[config.mk]
export PLATFORM = sky130hd
export DESIGN_NAME = vic20_loader
export DESIGN_NICKNAME = d
export VERILOG_FILES = /design/src/rtl/loader_pkg.sv /design/src/rtl/vic20_loader.sv /design/src/rtl/wr_queue.sv /design/src/rtl/load_mapper.sv /design/src/rtl/dl_intake.sv
export SDC_FILE = /design/constraint.sdc
export NUM_CORES = 1
export LEC_CHECK = 0
export ABC_AREA = 1
export BUFFER_PORTS_ARGS = -buffer_cell sky130_fd_sc_hd__clkbuf_2
export CORE_MARGIN = 10
export CORE_UTILIZATION = 60
export DETAILED_ROUTE_END_ITERATION = 10
export PLACE_DENSITY = 0.87
export SLEW_MARGIN = 15
export SYNTH_ARGS = -nofsm -noshare
export SYNTH_HDL_FRONTEND = slang
export SYNTH_SLANG_ARGS = --single-unit
export TNS_END_PERCENT = 1
[constraint.sdc]
create_clock -name clk_sys -period 5.3 [get_ports clk_sys]
set_input_delay 0.265 -clock clk_sys [delete_from_list [all_inputs] [get_ports clk_sys]]
set_output_delay 0.265 -clock clk_sys [all_outputs]
set_load 0.1 [all_outputs]
[src/rtl/loader_pkg.sv]
package loader_pkg;

    // ==================================================================
    // Download kinds and host beat
    // ==================================================================

    typedef enum logic [1:0] {
        DL_ROM  = 2'd0,
        DL_PRG  = 2'd1,
        DL_TAP  = 2'd2,
        DL_NONE = 2'd3
    } dl_kind_t;

    typedef struct packed {
        logic [15:0] offset;
        logic [7:0]  data;
    } dl_beat_t;

    // Same offset word, seen as ROM bank + offset or as a plain byte count
    typedef union packed {
        struct packed {
            logic [2:0]  bank;
            logic [12:0] ofs;
        } rom;
        logic [15:0] flat;
    } dl_offset_u;

    // One memory write; internal selects block RAM over SDRAM
    typedef struct packed {
        logic [22:0] addr;
        logic [7:0]  data;
        logic        internal;
    } mem_wr_t;

    // ROM window entry, narrow windows take only 12 offset bits
    typedef struct packed {
        logic        en;
        logic        narrow;
        logic [15:0] base;
    } rom_win_t;

    // ==================================================================
    // Memory map
    // ==================================================================

    localparam logic [22:0] TAP_MEM_START  = 23'h020000;
    localparam logic [15:0] CART_LOAD_ADDR = 16'hA000;

    // BASIC zero-page pointers that receive the end of program
    localparam logic [15:0] PTR_ADDRS [8] = '{
        16'h002D, 16'h002E, 16'h002F, 16'h0030,
        16'h0031, 16'h0032, 16'h00AE, 16'h00AF
    };

    // Banks 0/1 hold the 1541 image, 6/7 are unused
    localparam rom_win_t ROM_BANK_BASE [8] = '{
        '{1'b0, 1'b0, 16'h0000},
        '{1'b0, 1'b0, 16'h0000},
        '{1'b1, 1'b0, 16'hE000},
        '{1'b1, 1'b0, 16'hE000},
        '{1'b1, 1'b0, 16'hC000},
        '{1'b1, 1'b1, 16'h8000},
        '{1'b0, 1'b0, 16'h0000},
        '{1'b0, 1'b0, 16'h0000}
    };

    function automatic dl_kind_t dl_kind_decode(input logic [7:0] index);
        case (index)
            8'h00:        return DL_ROM;
            8'h01, 8'h41: return DL_PRG;
            8'h81:        return DL_TAP;
            default:      return DL_NONE;
        endcase
    endfunction

endpackage
[src/rtl/vic20_loader.sv]
`timescale 1ns/1ps

module vic20_loader import loader_pkg::*; #(
    parameter int QUEUE_DEPTH = 4
) (
    input  logic       clk_sys,
    input  logic       reset,
    input  logic       dl_valid_i,
    output logic       dl_ready_o,
    input  dl_beat_t   dl_beat_i,
    input  logic       dl_active_i,
    input  logic [7:0] dl_index_i,
    input  logic       no_load_addr_i,
    output logic       mem_wr_valid_o,
    input  logic       mem_wr_ready_i,
    output mem_wr_t    mem_wr_o,
    output logic       force_reset_o
);

    // Intake to mapper
    logic     beat_valid;
    logic     beat_ready;
    dl_beat_t beat;
    dl_kind_t kind;
    logic     dl_end;

    // Mapper to queue
    logic    req_valid;
    logic    req_ready;
    mem_wr_t req;

    dl_intake u_intake (
        .clk_sys      (clk_sys),
        .reset        (reset),
        .dl_valid_i   (dl_valid_i),
        .dl_ready_o   (dl_ready_o),
        .dl_beat_i    (dl_beat_i),
        .dl_active_i  (dl_active_i),
        .dl_index_i   (dl_index_i),
        .beat_valid_o (beat_valid),
        .beat_ready_i (beat_ready),
        .beat_o       (beat),
        .kind_o       (kind),
        .dl_end_o     (dl_end)
    );

    load_mapper u_mapper (
        .clk_sys        (clk_sys),
        .reset          (reset),
        .beat_valid_i   (beat_valid),
        .beat_ready_o   (beat_ready),
        .beat_i         (beat),
        .kind_i         (kind),
        .dl_end_i       (dl_end),
        .no_load_addr_i (no_load_addr_i),
        .req_valid_o    (req_valid),
        .req_ready_i    (req_ready),
        .req_o          (req),
        .force_reset_o  (force_reset_o)
    );

    wr_queue #(
        .QUEUE_DEPTH (QUEUE_DEPTH)
    ) u_queue (
        .clk_sys    (clk_sys),
        .reset      (reset),
        .wr_valid_i (req_valid),
        .wr_ready_o (req_ready),
        .wr_i       (req),
        .wr_valid_o (mem_wr_valid_o),
        .wr_ready_i (mem_wr_ready_i),
        .wr_o       (mem_wr_o)
    );

endmodule

[src/rtl/wr_queue.sv]
`timescale 1ns/1ps

module wr_queue import loader_pkg::*; #(
    parameter int QUEUE_DEPTH = 4
) (
    input  logic    clk_sys,
    input  logic    reset,
    input  logic    wr_valid_i,
    output logic    wr_ready_o,
    input  mem_wr_t wr_i,
    output logic    wr_valid_o,
    input  logic    wr_ready_i,
    output mem_wr_t wr_o
);

    // Depth of at least 2 expected
    localparam int               PTR_W    = $clog2(QUEUE_DEPTH);
    localparam logic [PTR_W-1:0] PTR_LAST = PTR_W'(QUEUE_DEPTH - 1);
    localparam logic [PTR_W:0]   CNT_FULL = (PTR_W + 1)'(QUEUE_DEPTH);

    mem_wr_t          mem [QUEUE_DEPTH];
    logic [PTR_W-1:0] wr_ptr;
    logic [PTR_W-1:0] rd_ptr;
    logic [PTR_W:0]   count;
    logic             full;
    logic             empty;
    logic             push;
    logic             pop;

    assign full  = (count == CNT_FULL);
    assign empty = (count == '0);

    assign wr_ready_o = !full;
    assign wr_valid_o = !empty;
    assign wr_o       = mem[rd_ptr];

    assign push = wr_valid_i && wr_ready_o;
    assign pop  = wr_valid_o && wr_ready_i;

    always_ff @(posedge clk_sys) begin
        if (push) begin
            mem[wr_ptr] <= wr_i;
        end
    end

    always_ff @(posedge clk_sys) begin
        if (reset) begin
            wr_ptr <= '0;
            rd_ptr <= '0;
            count  <= '0;
        end else begin
            if (push) begin
                wr_ptr <= (wr_ptr == PTR_LAST) ? '0 : wr_ptr + 1'b1;
            end
            if (pop) begin
                rd_ptr <= (rd_ptr == PTR_LAST) ? '0 : rd_ptr + 1'b1;
            end

            // Simultaneous push and pop leaves the level alone
            case ({push, pop})
                2'b10:   count <= count + 1'b1;
                2'b01:   count <= count - 1'b1;
                default: count <= count;
            endcase
        end
    end

endmodule

[src/rtl/load_mapper.sv]
`timescale 1ns/1ps

module load_mapper import loader_pkg::*; (
    input  logic     clk_sys,
    input  logic     reset,
    input  logic     beat_valid_i,
    output logic     beat_ready_o,
    input  dl_beat_t beat_i,
    input  dl_kind_t kind_i,
    input  logic     dl_end_i,
    input  logic     no_load_addr_i,
    output logic     req_valid_o,
    input  logic     req_ready_i,
    output mem_wr_t  req_o,
    output logic     force_reset_o
);

    dl_offset_u  off_u;
    rom_win_t    win;
    mem_wr_t     beat_wr;
    logic        beat_wr_en;
    mem_wr_t     ptr_wr;
    logic [15:0] prg_addr;
    logic [15:0] load_addr;
    logic [15:0] data_cnt;
    logic [15:0] end_ptr;
    logic        auto_reset;
    logic        slot_free;
    logic        take_beat;
    logic        take_ptr;
    logic        inj_active;
    logic [2:0]  inj_idx;
    logic        req_last;

    // Block RAM regions: low RAM, 4K at $1000, colour RAM
    function automatic logic prg_is_internal(input logic [15:0] addr);
        return (addr[15:10] == 6'b000000) ||
               (addr[15:12] == 4'h1) ||
               (addr[15:10] == 6'b100101);
    endfunction

    assign slot_free    = !req_valid_o || req_ready_i;
    assign beat_ready_o = slot_free && !inj_active && !dl_end_i;
    assign take_beat    = beat_valid_i && beat_ready_o;
    assign take_ptr     = inj_active && slot_free;

    assign end_ptr    = load_addr + data_cnt;
    assign auto_reset = (load_addr == CART_LOAD_ADDR);

    // ==================================================================
    // Per-beat address mapping
    // ==================================================================

    always_comb begin
        off_u      = beat_i.offset;
        win        = ROM_BANK_BASE[off_u.rom.bank];
        beat_wr    = '0;
        beat_wr_en = 1'b0;
        if (no_load_addr_i) begin
            prg_addr = CART_LOAD_ADDR + off_u.flat;
        end else begin
            prg_addr = load_addr + off_u.flat - 16'd2;
        end

        case (kind_i)
            DL_ROM: begin
                beat_wr_en       = win.en;
                beat_wr.internal = 1'b1;
                if (win.narrow) begin
                    beat_wr.addr = {7'd0, win.base | {4'd0, off_u.rom.ofs[11:0]}};
                end else begin
                    beat_wr.addr = {7'd0, win.base | {3'd0, off_u.rom.ofs}};
                end
            end
            DL_PRG: begin
                // First two bytes are the load address unless headerless
                beat_wr_en       = no_load_addr_i || (off_u.flat > 16'd1);
                beat_wr.addr     = {7'd0, prg_addr};
                beat_wr.internal = prg_is_internal(prg_addr);
            end
            DL_TAP: begin
                beat_wr_en       = 1'b1;
                beat_wr.addr     = TAP_MEM_START + {7'd0, off_u.flat};
                beat_wr.internal = 1'b0;
            end
            default: begin
                beat_wr_en = 1'b0;
            end
        endcase

        beat_wr.data = beat_i.data;
    end

    // Pointer writes alternate low and high byte
    always_comb begin
        ptr_wr.addr     = {7'd0, PTR_ADDRS[inj_idx]};
        ptr_wr.data     = inj_idx[0] ? end_ptr[15:8] : end_ptr[7:0];
        ptr_wr.internal = 1'b1;
    end

    // ==================================================================
    // Control
    // ==================================================================

    always_ff @(posedge clk_sys) begin
        if (reset) begin
            req_valid_o   <= 1'b0;
            req_last      <= 1'b0;
            inj_active    <= 1'b0;
            inj_idx       <= 3'd0;
            force_reset_o <= 1'b0;
        end else begin
            force_reset_o <= 1'b0;

            if (take_beat) begin
                req_valid_o <= beat_wr_en;
                req_last    <= 1'b0;
            end else if (take_ptr) begin
                req_valid_o <= 1'b1;
                req_last    <= (inj_idx == 3'd7);
            end else if (req_ready_i) begin
                req_valid_o <= 1'b0;
                req_last    <= 1'b0;
            end

            if (dl_end_i && kind_i == DL_PRG) begin
                inj_active <= 1'b1;
                inj_idx    <= 3'd0;
            end else if (take_ptr) begin
                inj_idx <= inj_idx + 3'd1;
                if (inj_idx == 3'd7) begin
                    inj_active <= 1'b0;
                end
            end

            // Restart the machine once the last pointer is handed on
            if (req_valid_o && req_ready_i && req_last) begin
                force_reset_o <= auto_reset;
            end
        end
    end

    // Load address and data count of the current PRG
    always_ff @(posedge clk_sys) begin
        if (take_beat && kind_i == DL_PRG) begin
            if (no_load_addr_i) begin
                if (off_u.flat == 16'd0) begin
                    load_addr <= CART_LOAD_ADDR;
                    data_cnt  <= 16'd1;
                end else begin
                    data_cnt <= data_cnt + 16'd1;
                end
            end else if (off_u.flat == 16'd0) begin
                load_addr[7:0] <= beat_i.data;
                data_cnt       <= 16'd0;
            end else if (off_u.flat == 16'd1) begin
                load_addr[15:8] <= beat_i.data;
            end else begin
                data_cnt <= data_cnt + 16'd1;
            end
        end
    end

    always_ff @(posedge clk_sys) begin
        if (take_ptr) begin
            req_o <= ptr_wr;
        end else if (take_beat) begin
            req_o <= beat_wr;
        end
    end

endmodule

[src/rtl/dl_intake.sv]
`timescale 1ns/1ps

module dl_intake import loader_pkg::*; (
    input  logic       clk_sys,
    input  logic       reset,
    input  logic       dl_valid_i,
    output logic       dl_ready_o,
    input  dl_beat_t   dl_beat_i,
    input  logic       dl_active_i,
    input  logic [7:0] dl_index_i,
    output logic       beat_valid_o,
    input  logic       beat_ready_i,
    output dl_beat_t   beat_o,
    output dl_kind_t   kind_o,
    output logic       dl_end_o
);

    dl_kind_t kind_in;
    logic     slot_free;
    logic     accept;
    logic     active_q;
    logic     end_pend;

    assign kind_in   = dl_kind_decode(dl_index_i);
    assign slot_free = !beat_valid_o || beat_ready_i;

    // Hold off the host until the finished download has been closed
    assign dl_ready_o = slot_free && !end_pend;
    assign accept     = dl_valid_i && dl_ready_o;

    always_ff @(posedge clk_sys) begin
        if (reset) begin
            beat_valid_o <= 1'b0;
            kind_o       <= DL_NONE;
            active_q     <= 1'b0;
            end_pend     <= 1'b0;
            dl_end_o     <= 1'b0;
        end else begin
            active_q <= dl_active_i;
            dl_end_o <= 1'b0;

            // Beats of an unknown kind are swallowed here
            if (accept) begin
                beat_valid_o <= (kind_in != DL_NONE);
            end else if (beat_ready_i) begin
                beat_valid_o <= 1'b0;
            end

            // Kind tracks the held beat and survives past the end
            if (dl_active_i && slot_free) begin
                kind_o <= kind_in;
            end

            // End only once the last beat has moved on
            if (active_q && !dl_active_i) begin
                end_pend <= 1'b1;
            end else if (end_pend && !beat_valid_o) begin
                end_pend <= 1'b0;
                dl_end_o <= 1'b1;
            end
        end
    end

    always_ff @(posedge clk_sys) begin
        if (accept) begin
            beat_o <= dl_beat_i;
        end
    end

endmodule

==> results.cfg <==
[run_status]
status = completed

[sta]
skew_ps = 21.9
finalHoldViolations = 0
drv_slew = 0
min_period_ps = 3190
timing.final.crit_share = 0.601
finalSetupTns_ps = 0
hold_slack_ps = 67.4
max_freq_mhz = 314
slew_headroom = 0.335
rsz0062_at_grt = no
setup_viol = 0
worst_slew_pin_slew_ps = 996

[hold_path]
hold_depth = 3
holdCritPathClass = input port to flip-flop
hold_path_end = u_intake.active_q$_SDFF_PP0_
hp-start = dl_active_i

[clock_tree]
cts_buffer_depth = 3
root_buffer = clkbuf_16
clk_pin_slew_worst_paths_ps = 60
cts_buffers = 21
clk_latency_ps = 510
cts_resized = 0
cts_num_sinks = 208
cts.htree.levels = 1
cts_tree = yes

[logic_synthesis]
ys_types = 57
synth_top_flop_cell = edfxtp_1
async_flop_share = 0
yosys_warnings = 0
synth_seq_cells = 208
synth_area_per_cell_um2 = 9.71
synth_largest_area_cell = edfxtp_1
synth_area_um2 = 10700
synth_cells = 1102
synth_top_area_frac = 0.516
ys_seq_area_frac = 0.561
synthTopCellsByArea = edfxtp_1, ha_1, nand2_1
synth_edf_count = 184

[power]
power_frac_seq = 0.442
swShare = 0.339
switchingPower_mw = 1.40
p_leak_nw = 5.05
vdd_drop_max_uv = 340
p_clk_frac = 0.325
p_per_area_nw_per_um2 = 340
combPwrFrac = 0.233
internal_power_mw = 2.72

[setup_path]
cpPeakStageDelay_ps = 580
critPathMaxFanout = 53
timing.rr.start = u_queue.count[2]$_SDFFE_PP0P_
path_cells = buf_4 -> inv_1 -> buf_4 -> o21ai_0 -> o22ai_1 -> clkbuf_2
cp.required_ps = 5040
end_kind = primary output
startpoint_type = flip-flop
critPathSlowestCell = inv_1
reg2reg_to = u_mapper.data_cnt[3]$_DFFE_PP_
cpMostUsedCell = buf_4
cp_num_buf_inv = 4
arrival_ps = 2920
crit_type = flip-flop to primary output
ff2ff_path_depth = 10
critical_path.top_delay_family = buffers and inverters
rrSetupSlack_ps = 2310

[route]
via_count = 8324
finalWirelength_mm = 25.6
firstDrtPassIters = 6
ant_nets = 0
wl_per_cell_um = 17.9
drt_iter0_markers = 712
via_per_inst = 5.80
drc = 0

[placement]
gp_congestion = 0.965
io_buffer_count = 66
dp_hpwl_mm = 17.9
dp_cells = 1372

[layout]
fin_cells = 1434
layout.nets = 1295
syn_to_final_growth_pct = 13.1
antenna_cells = 0
drive_gt1_frac = 0.108

[floorplan]
die_w_um = 154
start_util = 0.615
core_area_um2 = 17400
die_h_um = 154
ios = 73
fp.dieArea_um2 = 23600
fp-row-count = 48

[grt]
grt_antenna_before_repair = 0
grt_max_degree = 54
grt_pass1_vias = 7887
grt_pass1_wl_mm = 40.7
gr-total-overflow = 0
grt_use_total = 0.210

[flow_run]
max-cap-violations = 0
[area by class of cell]
class / instances / area (um^2)
clock inverters: 9 / 50.0
flip-flops and latches: 208 / 6010
inverters: 172 / 646
repair buffers: 99 / 638
clock buffers: 29 / 566
well taps: 225 / 282
fillers: 1232 / 5310
multi-input cells: 692 / 3920
[power by group through the flow]
stage	clock (mW)	combinational (mW)	sequential (mW)
finish	1.34	0.960	1.82
global route	1.42	1.02	1.82
CTS	1.35	0.958	1.82
detailed placement	0	0.939	1.85
global placement	0	0.925	1.85
floorplan	0	0.779	1.85
[cells in the mapped netlist, types with 3 or more instances]
cell type  count
inv_2          6
a21oi_1       63
dfxtp_1       24
nand2_1      163
a31oi_1        7
o211ai_1       4
nor2_1       117
buf_4          6
nand4_1       12
o21ai_1        8
xnor2_1        6
o21ai_0      102
edfxtp_1     184
nand3_2        3
clkinv_1       4
inv_1        162
fa_1           3
o22ai_1       33
nor3_1         9
a21o_1         5
nand3_1       51
nor4_1         3
ha_1          60
buf_2          6
buf_1          3
xor2_1         3
clkbuf_1      18
[worst min-delay path, delay by kind of cell]
family,cells,cell delay (ps)
simple gates,1,110
buf+inv,2,160
[layout by cell type, fill, tap and decap left out, types with 33 or more instances in the layout]
cell / instances
a21oi_1: 63
clkbuf_2: 66
edfxtp_1: 184
ha_1: 60
inv_1: 162
nand2_1: 163
nand3_1: 51
nor2_1: 113
o21ai_0: 102
o22ai_1: 33
[what timing repair did]
action | CTS | global route
hold endpoints to repair | 24 | 0
setup buffers | 0 | 0
hold buffers | 24 | 0
[how the worst max path moves through the flow]
stage                                              from                             end  slack [ps]  cells after the start
after floorplan           u_queue.count[2]$_SDFFE_PP0P_    u_intake.beat_o[0]$_DFFE_PP_        2220                      9
final                                         flip-flop                     mem_wr_o[8]        2110                      6
after detailed placement  u_queue.count[2]$_SDFFE_PP0P_  u_mapper.data_cnt[9]$_DFFE_PP_        2390                     10
after CTS                                     flip-flop                     mem_wr_o[5]        2080                      6
after global routing                          flip-flop                     mem_wr_o[8]        1850                      6
after global placement    u_queue.count[2]$_SDFFE_PP0P_  u_mapper.data_cnt[9]$_DFFE_PP_        2550                     10
[cell families (layout without fill, tap and decap cells)]
group	count (synthesis)	in the layout	share of synthesized area
other cells	1	6	0.000350
xor+xnor	9	9	0.00737
compound gates	236	236	0.122
mux	1	1	0.000935
flops	208	208	0.561
simple gates	377	377	0.157
fa+ha+maj	63	63	0.0758
buf+inv	207	309	0.0756
[sequential cells by signal, indices dropped and copies added (netlist names), named ones only]
signal                  flops
u_intake.dl_end_o           1
u_queue.rd_ptr              2
u_intake.beat_o            24
u_mapper.req_o             26
u_mapper.data_cnt          16
u_intake.end_pend           1
u_mapper.inj_active         1
u_queue.count               3
u_mapper.force_reset_o      1
u_mapper.req_valid_o        1
u_mapper.req_last           1
u_intake.kind_o             2
u_mapper.load_addr         16
u_intake.beat_valid_o       1
u_queue.mem               104
u_mapper.inj_idx            3
u_queue.wr_ptr              2
u_intake.active_q           1
[metal layers]
| layer | global-route usage | vias up | routed length [um] | share of wire |
|---|---|---|---|---|
| met5 | 0 | - | 0 | 0 |
| met4 | 0.0670 | 0 | 858 | 0.033 |
| met3 | 0.0421 | 77 | 2660 | 0.10 |
| met2 | 0.347 | 481 | 12000 | 0.47 |
| met1 | 0.272 | 3807 | 10100 | 0.39 |
| li1 | - | 3959 | - | - |
[stage by stage]
stage | setup slack, ps | utilization | cell area, um^2 | power (mW)
2_1_floorplan | 2220 | - | 10700 | 2.62
3_3_place_gp | 2550 | 0.646 | 11300 | 2.78
3_5_place_dp | 2390 | 0.646 | 11300 | 2.79
4_1_cts | 2080 | 0.695 | 12100 | 4.13
5_1_grt | 1850 | 0.695 | 12100 | 4.27
6_report | 2110 | 0.695 | 12100 | 4.12
Note: power is estimated with default switching activity, not from simulation.
